`config.mk`:
```
export PLATFORM = sky130hd
export DESIGN_NAME = wb_front_flat
export DESIGN_NICKNAME = d
export VERILOG_FILES = /design/src/hdl/cache_pkg.sv /design/src/hdl/cache_ifs.sv /design/src/hdl/wb_front.sv /design/src/flat_wrapper.sv
export SDC_FILE = /design/constraint.sdc
export NUM_CORES = 1
export LEC_CHECK = 0
export CAP_MARGIN = 20
export CORE_MARGIN = 1
export CORE_UTILIZATION = 45
export DETAILED_ROUTE_END_ITERATION = 8
export DONT_BUFFER_PORTS = 1
export PLACE_DENSITY_LB_ADDON = 0.2
export SLEW_MARGIN = 30
export SYNTH_ARGS = -nofsm -noshare
export SYNTH_HDL_FRONTEND = slang
export SYNTH_SLANG_ARGS = --single-unit
```
`constraint.sdc`:
```
create_clock -name clk -period 3.5 [get_ports clk]
set_input_delay 0.525 -clock clk [delete_from_list [all_inputs] [get_ports clk]]
set_output_delay 0.525 -clock clk [all_outputs]
set_load 0.1 [all_outputs]
```
`src/hdl/cache_pkg.sv`:
```
// cache subsystem package
// address fields, burst timing, shared vector types and FSM encodings

package cache_pkg;

  // byte address |tag|line|col|00|
  localparam int addr_bits = 12;
  localparam int zero_bits = 2;
  localparam int col_bits = 3;
  localparam int line_bits = 4;
  localparam int tag_bits = addr_bits - line_bits - col_bits - zero_bits;
  // backing memory is addressed in 64-bit beats
  localparam int beat_addr_bits = 9;

  // burst command spacing and read turnaround, in clock cycles
  localparam int cmd_interval = 13;
  localparam int read_latency = 6;

  typedef logic [31:0] word_t;
  typedef logic [63:0] beat_t;
  typedef logic [3:0] byte_en_t;
  typedef logic [line_bits-1:0] line_ix_t;
  typedef logic [col_bits-1:0] col_ix_t;
  typedef logic [tag_bits-1:0] tag_t;
  typedef logic [beat_addr_bits-1:0] beat_addr_t;
  typedef logic [addr_bits-1:0] bus_addr_t;

  typedef enum logic [3:0] {
    cache_idle,
    cache_read_wait,
    cache_read1,
    cache_read2,
    cache_read3,
    cache_read_tag,
    cache_read_finish,
    cache_write1,
    cache_write2,
    cache_write3,
    cache_write_finish
  } cache_state_e;

  typedef enum logic [1:0] {
    ram_idle,
    ram_latency,
    ram_read_burst,
    ram_write_burst
  } ram_state_e;

  typedef enum logic [1:0] {
    front_idle,
    front_settle,
    front_access,
    front_done
  } front_state_e;

endpackage

```
`src/hdl/cache_ifs.sv`:
```
// cache request and burst memory interfaces
// request held by the bus front end, bursts between cache and backing RAM
`timescale 1ns/1ns

interface cache_req_if;
  import cache_pkg::*;

  logic enable;
  bus_addr_t address;
  word_t data_in;
  // nonzero only for writes
  byte_en_t write_enable;
  word_t data_out;
  logic data_out_ready;
  logic busy;

  modport front (
    output enable, address, data_in, write_enable,
    input data_out, data_out_ready, busy
  );

  modport cache (
    input enable, address, data_in, write_enable,
    output data_out, data_out_ready, busy
  );
endinterface


```
`src/hdl/wb_front.sv`:
```
// Wishbone classic slave front end
// captures one bus cycle, holds it toward the cache and acks it once
`timescale 1ns/1ns

module wb_front (
  input logic clk,
  input logic rst_n,
  input logic cyc,
  input logic stb,
  input logic we,
  input cache_pkg::bus_addr_t adr,
  input cache_pkg::word_t dat_w,
  input cache_pkg::byte_en_t sel,
  output cache_pkg::word_t dat_r,
  output logic ack,
  cache_req_if.front req
);
  import cache_pkg::*;

  front_state_e state;
  logic finish;

  // reads end on ready data, writes once the cache stops stalling
  assign finish = (req.write_enable != '0) ? !req.busy : req.data_out_ready;

  always_ff @(posedge clk) begin
    if (!rst_n) begin
      state <= front_idle;
      req.enable <= 1'b0;
      ack <= 1'b0;
    end else begin
      case (state)
        front_idle: begin
          if (cyc && stb) begin
            state <= front_settle;
          end
        end
        // address is on the RAMs now, outputs are valid next cycle
        front_settle: begin
          req.enable <= 1'b1;
          state <= front_access;
        end
        front_access: begin
          if (finish) begin
            req.enable <= 1'b0;
            ack <= 1'b1;
            state <= front_done;
          end
        end
        // stb may still be high from the acked cycle
        front_done: begin
          ack <= 1'b0;
          state <= front_idle;
        end
        default: state <= front_idle;
      endcase
    end
  end

  always_ff @(posedge clk) begin
    if (state == front_idle && cyc && stb) begin
      req.address <= adr;
      req.data_in <= dat_w;
      req.write_enable <= we ? sel : '0;
    end
    if (state == front_access && req.data_out_ready) begin
      dat_r <= req.data_out;
    end
  end

endmodule

```
`src/flat_wrapper.sv`:
```
// flat-port wrapper written by rule: the top's interface ports become plain ports
module wb_front_flat import cache_pkg::*;
  (clk, rst_n, cyc, stb, we, adr, dat_w, sel, dat_r, ack, req_enable, req_address, req_data_in, req_write_enable, req_data_out, req_data_out_ready, req_busy);
  cache_req_if req_i ();
  input logic clk;
  input logic rst_n;
  input logic cyc;
  input logic stb;
  input logic we;
  input cache_pkg::bus_addr_t adr;
  input cache_pkg::word_t dat_w;
  input cache_pkg::byte_en_t sel;
  output cache_pkg::word_t dat_r;
  output logic ack;
  output wire logic [$bits(req_i.enable)-1:0] req_enable;
  output wire logic [$bits(req_i.address)-1:0] req_address;
  output wire logic [$bits(req_i.data_in)-1:0] req_data_in;
  output wire logic [$bits(req_i.write_enable)-1:0] req_write_enable;
  input wire logic [$bits(req_i.data_out)-1:0] req_data_out;
  input wire logic [$bits(req_i.data_out_ready)-1:0] req_data_out_ready;
  input wire logic [$bits(req_i.busy)-1:0] req_busy;
  assign req_enable = req_i.enable;
  assign req_address = req_i.address;
  assign req_data_in = req_i.data_in;
  assign req_write_enable = req_i.write_enable;
  assign req_i.data_out = req_data_out;
  assign req_i.data_out_ready = req_data_out_ready;
  assign req_i.busy = req_busy;
  wb_front u_core (.clk(clk), .rst_n(rst_n), .cyc(cyc), .stb(stb), .we(we), .adr(adr), .dat_w(dat_w), .sel(sel), .dat_r(dat_r), .ack(ack), .req(req_i));
endmodule
```
# Word level (Yosys, flattened, before mapping)
# Index checks and enable logic that the tools add are counted.
# word_totals
input_bits	87
wordCells	32
output_inout_bits	82
ff_bits	84
# op_classes
n_eq_ne	5
reduce_logical	12
mux	8
# ops
cell	n
$pmux 2 s4	1
$reduce_and 2->1	3
$eq 2x2->1 const B	2
$logic_and 1x1->1	4
$mux 2	2
$ne 2x1->1 const B	2
$pmux 1 s2	2
$reduce_bool 2->1	2
$reduce_bool 4->1	1
$mux 1	3
$eq 2x1->1 const B	1
$logic_not 2->1	1
$logic_not 1->1	1

# Depth between registers and ports, before layout
# logic_depth
ltp_word	4
depth_mapped	5
ltp_nobuf	5

# Worst setup path after synthesis
# Ideal clock, no wire load.
# synth_timing
path_type	register to register
start	reg u_core.state[0]
end	reg u_core.dat_r[0], enable pin
period_less_slack_ns	2.470
arrival_time_ns	2.048
slack_ns	1.030
t_required_ns	3.079
path_buffers	0
setup_ns	0.421
path_stages_with_launch	5
path_cell_list	dfxtp_1 > inv_1 > ha_1 > inv_1 > nor2_1
# synth_between
elab_chain_cells	2
# synth_rtl
element	line	source
start: declaration	wb_front.sv:20	front_state_e state;
start signal: assignment	wb_front.sv:28	state <= front_idle;
start signal: assignment	wb_front.sv:35	state <= front_settle;
start signal: assignment	wb_front.sv:41	state <= front_access;
$eq 2x2->1	wb_front.sv:66	if (state == front_access && req.data_out_ready) begin
$logic_and 1x1->1	wb_front.sv:66	
end signal: assignment	wb_front.sv:67	dat_r <= req.data_out;
end: declaration	wb_front.sv:14	output cache_pkg::word_t dat_r,
# No other way between the ends.
# A chain may end at the register's enable or synchronous reset.

# Worst setup path after layout
# layout_timing
start	reg u_core.req.write_enable[1]
end	reg u_core.state[0]
# layout_between
elab_chain_cells	4
# layout_rtl
element	line	source
start: declaration	cache_ifs.sv:18	output enable, address, data_in, write_enable,
start signal: assignment	wb_front.sv:64	req.write_enable <= we ? sel : '0;
$reduce_bool 4->1	wb_front.sv:24	assign finish = (req.write_enable != '0) ? !req.busy : req.data_out_ready;
$mux 1	wb_front.sv:24	
$ne 2x1->1 (no source line)	n/a	
$reduce_and 2->1 (no source line)	n/a	
# No other way between the ends.

==> results.md <==
Critical path:
- The critical path arrival is 2510 ps.
- Together, buffers and inverters on the worst path number 0.
- The setup path with the least slack is of type flop to flop.
- The peak per-stage delay on the critical path is 790 ps.
- STA classifies the critical path startpoint as a flop.
- The sort of element at the end of the critical path is a flop.
- The slowest cell on the critical path is sky130_fd_sc_hd__edfxtp_1.
- The data required time at the worst endpoint is 3780 ps.
- The maximum fanout along the worst path is 3.
- The cell family contributing the most delay on the critical path is flip-flops.
- The critical path goes through nor4_2, mux2i_1, a2bb2oi_1, o221a_1.

Drt:
- The final route contains between 1000 and 1500 vias.
- The count of nets left with antenna violations after detail routing is 0.
- The detailed router's first-iteration violation count is 75.
- In the routed design, unresolved DRC markers number 0.
- The via density per instance is ~5.5.
- The first TritonRoute pass finished after 4 iterations.
- The wire length reported by the detailed router is around 4900 µm.
- The detail-routed net length per standard cell is 24.13 µm.

Final layout:
- Leaving out fill and tap cells, the most frequent cell in the layout is sky130_fd_sc_hd__edfxtp_1.
- In the final layout, the share of cells above drive strength 1 is 0.1450.
- At the end of the flow, the number of nets in the layout was between 200 and 250.
- The total area of multi-input combinational cells is 191.4 µm².
- The number of antenna diodes in the final layout is 0.
- In the layout the commonest cells are sky130_fd_sc_hd__edfxtp_1, sky130_fd_sc_hd__clkbuf_8, sky130_fd_sc_hd__inv_1.
- The area used by sequential logic in the layout is 2482 µm².
- The signed area change from the synthesized netlist to the final layout is 11.91%.
- Fill cells in the final layout number 454.
- The filler-free cell count of the finished design is 203.

Yosys:
- After synthesis, the netlist uses 19 different library cells.
- The number of synthesized register bits is 84.
- Synthesis produced 114 cells.
- The synthesized netlist occupies a cell area of 2689 µm².
- The share of the yosys chip area belonging to registers is 0.9232.
- After synthesis, the mean cell area works out to 23.59 µm².
- When the netlist entered floorplanning its net count stood at 204.
- During synthesis, Yosys emitted a total of 0 warnings.

GRT:
- The via count of the first global-routing pass is 1159.
- The wire length of the first global-routing pass is 6568 µm.
- The number of antenna violations at the first check in global routing is 0.
- In the global route stage, overall resource usage came out at 0.1569.
- The total congestion overflow is 0.
- The maximum number of pins on one net before global-route repair is 49.

STA:
- Setup repair after global routing left no endpoint under its margin.
- For this run, the top clock speed supported by timing is 447.8 MHz.
- The time the worst path needs with I/O delays and setup is 2233 ps.
- The worst hold slack is between 200 and 300 ps.
- The worst pin sits at a relative slew slack of 0.3450.
- The final number of max-transition violations was 0.
- The final-layout setup total negative slack is 0 ps.
- Dividing the final minimum period by the clock period gives 0.6380.
- Across the routed clock network, the largest skew measured is 7.590 ps.
- The slew at the pin closest to its max-slew limit is approximately 980 ps.
- Setup violations remaining at the end of the flow were counted as 0.
- The final hold violation count came to 0.

Clock network:
- The root buffer cell is sky130_fd_sc_hd__clkbuf_8.
- CTS saw between 80 and 90 sinks.
- The post-CTS resize count is 0.
- The clock input transition at the sequential cells of the worst setup and hold paths is ~80 ps.
- The clock tree from TritonCTS is done.
- The number of levels in the clock H-tree is 3.
- In this run the post-CTS setup repair buffer count came out at 0.
- The total CTS buffers is 9.
- The clock insertion delay at the later pin of the skew report is 330 ps.
- In this run the deepest clock path goes through 2 buffers.
- The number of buffers added to fix hold violations after cts is 0.

Outcome:
- The run finished with clean final reports.

Power and ir drop:
- The leakage power is 0.9681 nW.
- The worst-case IR drop observed on VDD is 0.0004517 V.
- Power spread over the standard cell area amounts to 985.5 nW/µm².

Floorplan:
- From bottom edge to top edge, the die measures 79.30 µm.
- After floorplanning, the core was divided into 27 placement rows.
- The standard cell core area is 5642 µm².
- 169 I/O pins were placed.
- The die is a little under 80 µm wide.
- The die covers 6288 µm².
- The initial core utilization is 0.4766.

Job:
- Across the run, the number of max-cap violations was 0.

Placement:
- Detailed placement finished with a half-perimeter wire length of 3576 µm.
- The final weighted congestion in routability-driven placement is 0.7620.
- The number of buffers added on ports is 0.
- The cell count after placement is 187.

Hold path:
- The min-delay analysis places its worst path in the category primary input to flop.
## cells by family (layout without fill, tap and decap cells)
| group | count (synthesis) | count (layout) | synth area share |
|---|---|---|---|
| AO/OA/AOI/OAI | 6 | 6 | 0.01768 |
| AND/OR/NAND/NOR | 13 | 13 | 0.02931 |
| multiplexers | 2 | 2 | 0.007446 |
| buffers and inverters | 6 | 23 | 0.008375 |
| adder cells (fa/ha/maj) | 3 | 3 | 0.01396 |
| flip-flops | 84 | 84 | 0.9232 |
## through the flow
step | total power, mW | instance area, µm² | utilization | setup slack, ps
floorplan | 2.208 | 2689 | - | 1030
global placement | 2.249 | 2790 | 0.4946 | 1396
detailed placement | 2.270 | 2790 | 0.4946 | 1286
CTS | 2.992 | 3005 | 0.5327 | 1260
global route | 3.055 | 3009 | 0.5334 | 1082
finish | 2.965 | 3009 | 0.5334 | 1267
## metal layers
metal / vias to the layer above / track usage / routed length, µm
met3: 9 / 0.07011 / 505
met4: 0 / 0.09818 / 76
met1: 517 / 0.1592 / 1828
met2: 111 / 0.2621 / 2488
li1: 470 / - / -
met5: - / 0 / 0
## worst paths after layout
path                      end                  startpoint  slack, ps  cells past startpoint
max           u_core.state[0]  u_core.req.write_enable[1]       1270                      4
min          u_core.dat_r[22]            req_data_out[22]        280                      0
max reg2reg   u_core.state[0]  u_core.req.write_enable[1]       1270                      4
min reg2reg   u_core.state[1]             u_core.state[1]        510                      2
## registers in the layout (all words and copies together) (netlist names)
| signal | flops |
|---|---|
| u_core.req.data_in | 32 |
| u_core.state | 2 |
| u_core.req.enable | 1 |
| u_core.ack | 1 |
| u_core.req.address | 12 |
| u_core.dat_r | 32 |
| u_core.req.write_enable | 4 |
## report_power, final
group          switching, mW  total (mW)  leakage [nW]  internal (mW)
Clock                  0.316       0.715         0.111          0.399
Sequential             0.814        2.08         0.768           1.27
Combinational          0.118       0.168        0.0895         0.0502
## cells in the mapped netlist, drive strengths merged
cell / instances / area share
a21oi: 1 / 0.0019
a2bb2oi: 1 / 0.0033
a311oi: 1 / 0.0033
a31oi: 1 / 0.0023
and2: 4 / 0.0093
and3: 1 / 0.0023
dfxtp: 4 / 0.030
edfxtp: 80 / 0.89
ha: 3 / 0.014
inv: 6 / 0.0084
mux2i: 2 / 0.0074
nand2: 3 / 0.0042
nand3: 1 / 0.0019
nand3b: 1 / 0.0028
nor2: 1 / 0.0014
nor3b: 1 / 0.0028
nor4: 1 / 0.0047
o21a: 1 / 0.0028
o221a: 1 / 0.0042
## area by class of cell
cell class | count | share of cell area
inverters | 6 | 0.007484
repair buffers | 1 | 0.002495
multi-input cells | 24 | 0.06362
clock buffers | 9 | 0.04116
well taps | 72 | 0.02994
clock inverters | 7 | 0.03035
flip-flops and latches | 84 | 0.8249
## worst register-to-register path, stage by stage, from the launching register on
cell	delay, ps
sky130_fd_sc_hd__edfxtp_1	790
sky130_fd_sc_hd__nor4_2	520
sky130_fd_sc_hd__mux2i_1	330
sky130_fd_sc_hd__a2bb2oi_1	300
sky130_fd_sc_hd__o221a_1	230
No activity file was read; power rests on OpenSTA's default activity.
