### src/hdl/cache_pkg.sv
// cache subsystem package
// address fields, burst timing, shared vector types and FSM encodings

package cache_pkg;

  // byte address |tag|line|col|00|
  localparam int addr_bits = 12;
  localparam int zero_bits = 2;
  localparam int col_bits = 3;
  localparam int line_bits = 4;
  localparam int tag_bits = addr_bits - line_bits - col_bits - zero_bits;
  // backing memory is addressed in 64-bit beats
  localparam int beat_addr_bits = 9;

  // burst command spacing and read turnaround, in clock cycles
  localparam int cmd_interval = 13;
  localparam int read_latency = 6;

  typedef logic [31:0] word_t;
  typedef logic [63:0] beat_t;
  typedef logic [3:0] byte_en_t;
  typedef logic [line_bits-1:0] line_ix_t;
  typedef logic [col_bits-1:0] col_ix_t;
  typedef logic [tag_bits-1:0] tag_t;
  typedef logic [beat_addr_bits-1:0] beat_addr_t;
  typedef logic [addr_bits-1:0] bus_addr_t;

  typedef enum logic [3:0] {
    cache_idle,
    cache_read_wait,
    cache_read1,
    cache_read2,
    cache_read3,
    cache_read_tag,
    cache_read_finish,
    cache_write1,
    cache_write2,
    cache_write3,
    cache_write_finish
  } cache_state_e;

  typedef enum logic [1:0] {
    ram_idle,
    ram_latency,
    ram_read_burst,
    ram_write_burst
  } ram_state_e;

  typedef enum logic [1:0] {
    front_idle,
    front_settle,
    front_access,
    front_done
  } front_state_e;

endpackage

### src/hdl/cache_ifs.sv
// cache request and burst memory interfaces
// request held by the bus front end, bursts between cache and backing RAM
`timescale 1ns/1ns

interface cache_req_if;
  import cache_pkg::*;

  logic enable;
  bus_addr_t address;
  word_t data_in;
  // nonzero only for writes
  byte_en_t write_enable;
  word_t data_out;
  logic data_out_ready;
  logic busy;

  modport front (
    output enable, address, data_in, write_enable,
    input data_out, data_out_ready, busy
  );

  modport cache (
    input enable, address, data_in, write_enable,
    output data_out, data_out_ready, busy
  );
endinterface

interface burst_if;
  import cache_pkg::*;

  // 1 write, 0 read
  logic cmd;
  logic cmd_en;
  beat_addr_t addr;
  beat_t wr_data;
  beat_t rd_data;
  logic rd_data_valid;

  modport master (
    output cmd, cmd_en, addr, wr_data,
    input rd_data, rd_data_valid
  );

  modport slave (
    input cmd, cmd_en, addr, wr_data,
    output rd_data, rd_data_valid
  );
endinterface

### src/hdl/bram.sv
// byte-enabled single-port block RAM
// read is registered and returns the word held before a same-cycle write
`timescale 1ns/1ns

module bram #(
  parameter int addr_bits = 4
) (
  input logic clk,
  input cache_pkg::byte_en_t write_enable,
  input logic [addr_bits-1:0] address,
  input cache_pkg::word_t data_in,
  output cache_pkg::word_t data_out
);
  import cache_pkg::*;

  word_t mem [2 ** addr_bits];

  always_ff @(posedge clk) begin
    for (int b = 0; b < $bits(byte_en_t); b++) begin
      if (write_enable[b]) begin
        mem[address][8 * b +: 8] <= data_in[8 * b +: 8];
      end
    end
    data_out <= mem[address];
  end

endmodule

### src/hdl/cache.sv
// direct-mapped write-back cache, 16 lines of 8 words
// fills lines by four-beat bursts and writes back dirty victims first
`timescale 1ns/1ns

module cache (
  input logic clk,
  input logic rst_n,
  cache_req_if.cache req,
  burst_if.master br
);
  import cache_pkg::*;

  typedef logic [$clog2(cmd_interval + 1) - 1:0] wait_t;

  cache_state_e state;
  wait_t cmd_wait;
  logic sweeping;
  logic sweep_settle;
  logic sweep_active;
  line_ix_t sweep_ix;

  tag_t address_tag;
  line_ix_t line_ix;
  col_ix_t column_ix;
  beat_addr_t fill_addr;
  beat_addr_t victim_addr;

  // tag RAM word holds {dirty, valid, tag}
  line_ix_t tag_addr;
  byte_en_t tag_we;
  word_t tag_d;
  word_t tag_q;
  tag_t cached_tag;
  logic line_valid;
  logic line_dirty;
  logic hit;
  logic hit_write;

  word_t col_q [2 ** col_bits];
  logic fill_write;
  // first column of the beat being filled
  col_ix_t fill_col;

  assign column_ix = req.address[zero_bits +: col_bits];
  assign line_ix = req.address[zero_bits + col_bits +: line_bits];
  assign address_tag = req.address[zero_bits + col_bits + line_bits +: tag_bits];

  assign fill_addr = {address_tag, line_ix, {(col_bits - 1){1'b0}}};
  assign victim_addr = {cached_tag, line_ix, {(col_bits - 1){1'b0}}};

  assign cached_tag = tag_q[tag_bits-1:0];
  assign line_valid = tag_q[tag_bits];
  assign line_dirty = tag_q[tag_bits+1];
  assign hit = line_valid && cached_tag == address_tag;

  assign sweep_active = sweeping || sweep_settle;
  assign req.busy = sweep_active || state != cache_idle || cmd_wait != '0 ||
                    (req.enable && !hit);
  assign req.data_out = col_q[column_ix];
  assign req.data_out_ready = req.enable && hit && req.write_enable == '0 &&
                              state == cache_idle && !sweep_active;
  // busy already covers a miss, so this is a hit write
  assign hit_write = req.enable && !req.busy && req.write_enable != '0;

  always_comb begin
    fill_write = br.rd_data_valid;
    case (state)
      cache_read1: fill_col = col_ix_t'(2);
      cache_read2: fill_col = col_ix_t'(4);
      cache_read3: fill_col = col_ix_t'(6);
      cache_read_wait: fill_col = '0;
      default: begin
        fill_col = '0;
        fill_write = 1'b0;
      end
    endcase
  end

  always_comb begin
    tag_we = '0;
    tag_d = '0;
    if (sweeping) begin
      tag_we = '1;
    end else if (state == cache_read_tag) begin
      tag_we = '1;
      tag_d = word_t'({2'b01, address_tag});
    end else if (hit_write) begin
      tag_we = '1;
      tag_d = word_t'({2'b11, address_tag});
    end
  end

  assign tag_addr = sweeping ? sweep_ix : line_ix;

  bram #(.addr_bits(line_bits)) tag_ram (
    .clk,
    .write_enable(tag_we),
    .address(tag_addr),
    .data_in(tag_d),
    .data_out(tag_q)
  );

  for (genvar i = 0; i < 2 ** col_bits; i++) begin : column
    byte_en_t we;
    word_t d;

    always_comb begin
      we = '0;
      d = req.data_in;
      if (fill_write && fill_col == col_ix_t'(i & ~1)) begin
        we = '1;
        d = br.rd_data[32 * (i % 2) +: 32];
      end else if (hit_write && column_ix == col_ix_t'(i)) begin
        we = req.write_enable;
      end
    end

    bram #(.addr_bits(line_bits)) col_ram (
      .clk,
      .write_enable(we),
      .address(line_ix),
      .data_in(d),
      .data_out(col_q[i])
    );
  end

  always_ff @(posedge clk) begin
    if (!rst_n) begin
      state <= cache_idle;
      cmd_wait <= '0;
      br.cmd_en <= 1'b0;
      sweeping <= 1'b1;
      sweep_settle <= 1'b0;
      sweep_ix <= '0;
    end else begin
      br.cmd_en <= 1'b0;
      if (cmd_wait != '0) begin
        cmd_wait <= cmd_wait - 1'b1;
      end
      // one extra cycle lets the tag output leave the sweep address
      sweep_settle <= sweeping && sweep_ix == '1;
      if (sweeping) begin
        sweep_ix <= sweep_ix + 1'b1;
        if (sweep_ix == '1) begin
          sweeping <= 1'b0;
        end
      end
      case (state)
        cache_idle: begin
          if (req.enable && !hit && cmd_wait == '0 && !sweep_active) begin
            br.cmd_en <= 1'b1;
            cmd_wait <= wait_t'(cmd_interval);
            if (line_dirty) begin
              br.cmd <= 1'b1;
              br.addr <= victim_addr;
              br.wr_data <= {col_q[1], col_q[0]};
              state <= cache_write1;
            end else begin
              br.cmd <= 1'b0;
              br.addr <= fill_addr;
              state <= cache_read_wait;
            end
          end
        end
        cache_read_wait: begin
          if (br.rd_data_valid) begin
            state <= cache_read1;
          end
        end
        cache_read1: state <= cache_read2;
        cache_read2: state <= cache_read3;
        cache_read3: state <= cache_read_tag;
        cache_read_tag: state <= cache_read_finish;
        cache_read_finish: state <= cache_idle;
        cache_write1: begin
          br.wr_data <= {col_q[3], col_q[2]};
          state <= cache_write2;
        end
        cache_write2: begin
          br.wr_data <= {col_q[5], col_q[4]};
          state <= cache_write3;
        end
        cache_write3: begin
          br.wr_data <= {col_q[7], col_q[6]};
          state <= cache_write_finish;
        end
        cache_write_finish: begin
          if (cmd_wait == '0) begin
            br.cmd_en <= 1'b1;
            br.cmd <= 1'b0;
            br.addr <= fill_addr;
            cmd_wait <= wait_t'(cmd_interval);
            state <= cache_read_wait;
          end
        end
        default: state <= cache_idle;
      endcase
    end
  end

endmodule

### src/flat_wrapper.sv
// flat-port wrapper written by rule: the top's interface ports become plain ports
module cache_flat import cache_pkg::*;
  (clk, rst_n, req_enable, req_address, req_data_in, req_write_enable, req_data_out, req_data_out_ready, req_busy, br_cmd, br_cmd_en, br_addr, br_wr_data, br_rd_data, br_rd_data_valid);
  cache_req_if req_i ();
  burst_if br_i ();
  input logic clk;
  input logic rst_n;
  input wire logic [$bits(req_i.enable)-1:0] req_enable;
  input wire logic [$bits(req_i.address)-1:0] req_address;
  input wire logic [$bits(req_i.data_in)-1:0] req_data_in;
  input wire logic [$bits(req_i.write_enable)-1:0] req_write_enable;
  output wire logic [$bits(req_i.data_out)-1:0] req_data_out;
  output wire logic [$bits(req_i.data_out_ready)-1:0] req_data_out_ready;
  output wire logic [$bits(req_i.busy)-1:0] req_busy;
  output wire logic [$bits(br_i.cmd)-1:0] br_cmd;
  output wire logic [$bits(br_i.cmd_en)-1:0] br_cmd_en;
  output wire logic [$bits(br_i.addr)-1:0] br_addr;
  output wire logic [$bits(br_i.wr_data)-1:0] br_wr_data;
  input wire logic [$bits(br_i.rd_data)-1:0] br_rd_data;
  input wire logic [$bits(br_i.rd_data_valid)-1:0] br_rd_data_valid;
  assign req_i.enable = req_enable;
  assign req_i.address = req_address;
  assign req_i.data_in = req_data_in;
  assign req_i.write_enable = req_write_enable;
  assign req_data_out = req_i.data_out;
  assign req_data_out_ready = req_i.data_out_ready;
  assign req_busy = req_i.busy;
  assign br_cmd = br_i.cmd;
  assign br_cmd_en = br_i.cmd_en;
  assign br_addr = br_i.addr;
  assign br_wr_data = br_i.wr_data;
  assign br_i.rd_data = br_rd_data;
  assign br_i.rd_data_valid = br_rd_data_valid;
  cache u_core (.clk(clk), .rst_n(rst_n), .req(req_i), .br(br_i));
endmodule
### config.mk
export PLATFORM = sky130hd
export DESIGN_NAME = cache_flat
export DESIGN_NICKNAME = d
export VERILOG_FILES = /design/src/hdl/cache_pkg.sv /design/src/hdl/cache_ifs.sv /design/src/hdl/bram.sv /design/src/hdl/cache.sv /design/src/flat_wrapper.sv
export SDC_FILE = /design/constraint.sdc
export NUM_CORES = 2
export LEC_CHECK = 0
export BUFFER_PORTS_ARGS = -buffer_cell sky130_fd_sc_hd__buf_2
export CAP_MARGIN = 20
export CELL_PAD_IN_SITES_DETAIL_PLACEMENT = 0
export CELL_PAD_IN_SITES_GLOBAL_PLACEMENT = 1
export CORE_UTILIZATION = 54
export CTS_CLUSTER_SIZE = 28
export DETAILED_ROUTE_END_ITERATION = 12
export PLACE_DENSITY = 0.84
export SETUP_SLACK_MARGIN = 0.5
export SYNTH_ARGS = -nofsm -noshare
export SYNTH_HDL_FRONTEND = slang
export SYNTH_HIERARCHICAL = 1
export SYNTH_MEMORY_MAX_BITS = 65536
export SYNTH_SLANG_ARGS = --single-unit
export TNS_END_PERCENT = 100
### constraint.sdc
create_clock -name clk -period 5.9 [get_ports clk]
set_input_delay 0.295 -clock clk [delete_from_list [all_inputs] [get_ports clk]]
set_output_delay 0.295 -clock clk [all_outputs]
set_load 0.05 [all_outputs]
## Word-level counts from Yosys, hierarchy flattened

Memories as Yosys holds them, arrays and structs flattened. A register that Yosys moved wholly into a read port is not among the register bits.
Cells that the tools add are included.

- RAM bits: 4608
- Memories: 9
- Output and inout port bits: 109
- Bits of input ports: 116
- Word-level logic and storage cells: 224
- Bits in registers: 89

- Bitwise operators: 1
- Add/subtract/negate cells: 2
- Order comparisons: 1
- Muxes and demuxes: 133
- Reductions and logical operators: 44
- Eq/ne operators: 25

Memories:

| name | words | width | read ports | clocked after Yosys merged registers in | wr ports | line | RTL |
|---|---|---|---|---|---|---|---|
| u_core.column[0].col_ram.mem | 16 | 32 | 1 | 1 | 1 | bram.sv:16 | `word_t mem [2 ** addr_bits];` |
| u_core.column[1].col_ram.mem | 16 | 32 | 1 | 1 | 1 | bram.sv:16 |  |
| u_core.column[2].col_ram.mem | 16 | 32 | 1 | 1 | 1 | bram.sv:16 |  |
| u_core.column[3].col_ram.mem | 16 | 32 | 1 | 1 | 1 | bram.sv:16 |  |
| u_core.column[4].col_ram.mem | 16 | 32 | 1 | 1 | 1 | bram.sv:16 |  |
| u_core.column[5].col_ram.mem | 16 | 32 | 1 | 1 | 1 | bram.sv:16 |  |
| 3 more memories | - | - | - | - | - | - |  |

Operator list:

| operator | count |
|---|---|
| $mux 32 | 12 |
| $pmux 64 s4 | 1 |
| $mux 64 | 2 |
| $mux 4 | 26 |
| $bmux 32 s3 | 1 |
| $mux 1 | 80 |
| $pmux 4 s10 | 1 |
| $mux 9 | 3 |
| $logic_and 1x1->1 | 23 |
| $eq 3x3->1 const B | 6 |
| $pmux 9 s2 | 1 |
| $eq 4x4->1 const B | 4 |
| $reduce_bool 4->1 | 4 |
| $eq 4x3->1 const B | 3 |
| $logic_not 4->1 | 3 |
| $eq 3x2->1 const B | 3 |
| $pmux 3 s3 | 1 |
| $eq 4x2->1 const B | 2 |
| $pmux 4 s2 | 1 |
| $reduce_and 4->1 | 2 |
| $logic_not 3->1 | 2 |
| $ne 2x2->1 const B | 3 |
| $mux 5 | 1 |
| $add 4x1->4 const B | 1 |
| other kinds (14) | 20 |

## Depth between registers and ports, before layout

- Depth in word-level cells: 13
- Depth in mapped cells: 10
- Depth with buffers taken out: 10

## Cells and area by module

The synthesis kept the hierarchy.

Modules (own cells, without submodules):

| module | area an instance (um^2) | seq. area each (um^2) | times used | cells each |
|---|---|---|---|---|
| bram | 20125.6 | 16015.4 | 9 | 911 |
| cache | 9256.4 | 2462.4 | 1 | 1287 |

## Least setup slack after synthesis

No wires, ideal clock.

- Kind: register to register
- Start: reg u_core.state[2]
- End: reg u_core.br.wr_data[0] (enable)
- Period minus slack after synthesis: 4.671 ns
- Setup time: 0.486 ns
- Required time: 5.414 ns
- Arrival: 4.185 ns
- Setup slack: 1.229 ns
- Cell stages (with the launch flop): 9
- Buffers on the path: 3
- Cell sequence: dfxtp_1 buf_6 nor2b_1 and3_1 or2_2 clkbuf_1 clkbuf_1 a21oi_1 nor2_1

- Longest elaborated chain between the ends: 3
- Elaborated cells on any way between the ends: 8
- Those cells by class: eq/ne: 5; reduce/logical: 3

Ends and longest elaborated chain:

| what | line | RTL |
|---|---|---|
| from (decl) | cache.sv:15 | `cache_state_e state;` |
| from (signal assigned) | cache.sv:129 | `state <= cache_idle;` |
| from (signal assigned) | cache.sv:157 | `state <= cache_write1;` |
| from (signal assigned) | cache.sv:161 | `state <= cache_read_wait;` |
| $eq 4x3->1, or another cell as far along | cache.sv:148 | `case (state)` |
| $reduce_bool 4->1 (no source line) / $ne 2x2->1 (equally long branches) | - |  |
| $reduce_and 4->1 (no source line) (*) | - |  |
| to (signal assigned) | cache.sv:156 | `br.wr_data <= {col_q[1], col_q[0]};` |
| to (signal assigned) | cache.sv:176 | `br.wr_data <= {col_q[3], col_q[2]};` |
| to (signal assigned) | cache.sv:180 | `br.wr_data <= {col_q[5], col_q[4]};` |
| to (decl) | cache_ifs.sv:40 | `output cmd, cmd_en, addr, wr_data,` |

Every way passes the cells marked *; elsewhere a longest branch is shown, timed or not.
A chain may end at the register's enable or synchronous reset.

## Final worst setup path

- Start: reg u_core.cmd_wait[0]
- End: mem u_core/column[3].col_ram/mem[0][18] in the netlist's numbering (enable)

- Longest elaborated chain between the ends: 11

Ends and longest elaborated chain:

| what | line | RTL |
|---|---|---|
| from (decl) | cache.sv:16 | `wait_t cmd_wait;` |
| from (signal assigned) | cache.sv:138 | `cmd_wait <= cmd_wait - 1'b1;` |
| from (signal assigned) | cache.sv:152 | `cmd_wait <= wait_t'(cmd_interval);` |
| from (signal assigned) | cache.sv:192 | `cmd_wait <= wait_t'(cmd_interval);` |
| $reduce_bool 4->1 | cache.sv:57 | `assign req.busy = sweep_active \|\| state != cache_idle \|\| cmd_wait != '0 \|\|` |
| $logic_or 1x1->1 (2 in a row) | cache.sv:57 |  |
| $logic_not 1->1 | cache.sv:63 | `assign hit_write = req.enable && !req.busy && req.write_enable != '0;` |
| $logic_and 1x1->1 (2 in a row) | cache.sv:63 |  |
| $logic_and 1x1->1 | cache.sv:113 | `end else if (hit_write && column_ix == col_ix_t'(i)) begin` |
| $mux 4 | cache.sv:113 |  |
| $mux 4 | cache.sv:110 | `if (fill_write && fill_col == col_ix_t'(i & ~1)) begin` |
| named net u_core.column[3].we[2] | cache.sv:104 | `byte_en_t we;` |
| $mux 1 | bram.sv:20 | `if (write_enable[b]) begin` |
| $mux 1 (not written as such) | bram.sv:21 | `mem[address][8 * b +: 8] <= data_in[8 * b +: 8];` |
| to (decl) | bram.sv:16 |  |

The timed path passes the listed nets, and every way through them passes these cells.

==> summary.txt <==
outcome -> complete, no violations
Peak Freq -> 192 MHz
setup TNS after final layout -> 0 ns
final period utilization -> 0.885
largest buffer count on any clock path -> 4
Avg WL per Cell -> 34.4 um
pin count of the biggest net entering global routing -> 127
peak supply drop -> 0.283 mV
Layout Skew -> 0.0516 ns
Die Ht -> 569 um
aggregate global routing overflow -> 0
drt initial violations -> 14900
TritonCTS clock tree -> yes
Startpoint Class -> register
initial antenna violation count -> 95
via count -> 90800
setup repair after global routing missed its margin -> no
Crit Path Class -> register to register
tightest slew margin relative to the limit -> 0.151
synthesis-to-layout area growth -> 11.6%
DP Cell Count -> 12800
number of rows in the core area -> 207
core outline area -> 319000 um2
vias in the first global route -> 88500
count of cells along the worst hold path -> 3
data required time at the worst endpoint -> 6.48 ns
area of the mapped netlist -> 174000 um2
Worst Max-Slew Pin Slew -> 1.27 ns
ratio of cells with drive above 1 in the final layout -> 0.231
Synth warnings -> 6
die area -> 324000 um2
max-slew violation total from the final report -> 0
1st-pass router iterations -> 8
startpoint of the lowest-slack hold path -> br_rd_data[18]
input/output buffers -> 220
number of sinks handled by clock tree synthesis -> 4524
ratio of routed vias to standard cells -> 6.59
remaining antenna violation count after routing -> 0
root buffer selected by CTS -> clkbuf_16
min cycle time layout -> 5.22 ns
count of placed standard cells in the final layout, fillers left out -> 13800
# nets final -> 9103
clock latency on the worst-skew pair -> 0.99 ns
core occupancy in the finished layout -> 0.607
final weighted congestion in routability-driven placement -> 0.943
Arrival @ worst endpoint -> 5.80 ns
residual DRC count -> 0
starting density of the core -> 0.544
global-route usage over all layers -> 0.290
detailed placer's ending HPWL -> 326000 um
Final Hold Vio Count -> 0
ratio of total power to cell area -> 347 nW/um2
worst setup path start -> u_core/cmd_wait[0]
global-route wire length before repair -> 659000 um
total of endpoints with negative setup slack in the final report -> 0
static leakage -> 61.8 nW
origin of the critical flop-to-flop path -> u_core/cmd_wait[0]
number of H-tree levels -> 5
Synth Instances -> 8757
CTS clk-pin slew, worst paths -> 0.07 ns
maximum fanout along the worst path -> 19
CTS buffer count -> 425
depth of the worst register-to-register path -> 11
number of buffers inserted to repair setup after CTS -> 0
Crit. End Element -> register
max cap viols -> 0
worst hold margin -> 0.107 ns
class of the most critical hold timing path -> primary input to register
width of the chip -> 569 um
fill cell total of the finished layout -> 21400
WL final -> 474000 um
number of primary I/O pins -> 225
average cell area after synthesis -> 19.8 um2
==> routing by layer <==
layer | vias to the layer above | GRT usage | share of wire
li1 | 36100 | - | -
met1 | 46800 | 0.387 | 0.34
met3 | 1108 | 0.0638 | 0.12
met5 | - | 0 | 0.00077
met4 | 26 | 0.182 | 0.067
met2 | 6758 | 0.438 | 0.46
==> placed cells by master (no fill, tap or decap), drive strengths merged, types with 40 or more instances in the layout <==
cell type     n
mux4       1108
edfxtp     4248
a22oi       522
a222oi       64
nand3        41
a21oi        62
nor2b        40
clkbuf      593
nor2        620
dfxtp       276
buf         343
nand2      1052
bufinv       44
clkinv      142
diode       138
==> path summary, 6_finish.rpt <==
check                                                            end  slack, ns
worst max-delay path             u_core/column[3].col_ram/mem[0][18]       0.68
worst min register to register                   u_core/sweep_settle       0.54
worst max register to register   u_core/column[3].col_ram/mem[0][18]       0.68
worst min-delay path            u_core/column[6].col_ram/mem[14][18]       0.11
==> per-stage QoR <==
stage          power (mW)  area, um2  worst slack (ns)
6_report             67.2     194000             0.681
3_3_place_gp         39.7     179000             0.961
4_1_cts              67.3     193000             0.836
5_1_grt              68.6     194000             0.552
3_5_place_dp         39.8     179000             0.801
2_1_floorplan        38.2     174000              1.23
==> registers in the layout (all words and copies together), names as in the netlist <==
name / cells
u_core/sweeping: 1
u_core/column.col_ram/mem: 4096
u_core/br.cmd_en: 1
u_core/tag_ram/mem: 80
u_core/tag_ram/data_out: 5
u_core/sweep_settle: 1
u_core/br.wr_data: 64
u_core/cmd_wait: 4
u_core/column.col_ram/data_out: 256
u_core/state: 4
u_core/br.cmd: 1
u_core/br.addr: 7
u_core/sweep_ix: 4
==> worst max-delay path, stage by stage (launching register included) <==
cell and delay [ns]:
dfxtp_1 0.34, inv_1 0.08, ha_1 0.19, nor3b_2 0.33, nand2_1 0.12, or4_4 0.57, inv_1 0.09, buf_4 0.28
nand3b_1 0.83, o21ai_0 0.92, nand2_1 0.37, nor2_1 0.66
==> power by group <==
part	total [mW]	internal [mW]	switching, mW
Sequential	35.6	35.3	0.309
Clock	27.9	16.1	11.9
Combinational	3.65	1.15	2.50
==> repair_timing <==
action,4_1_cts,5_1_grt
endpoints found under the hold margin,48,0
resized for setup,0,0
hold buffers,6,0
==> area by class of cell <==
cell class	count	area (um2)	share of cell area
Inverter	7	26.3	0.000136
Multi-Input combinational cell	3677	38100	0.197
Timing Repair Buffer	349	2440	0.0126
Antenna cell	138	345	0.00178
Clock inverter	206	2450	0.0127
Clock buffer	593	11900	0.0614
Sequential cell	4524	133000	0.687
Tap cell	4284	5360	0.0277
No activity file was read; power rests on OpenSTA's default activity.
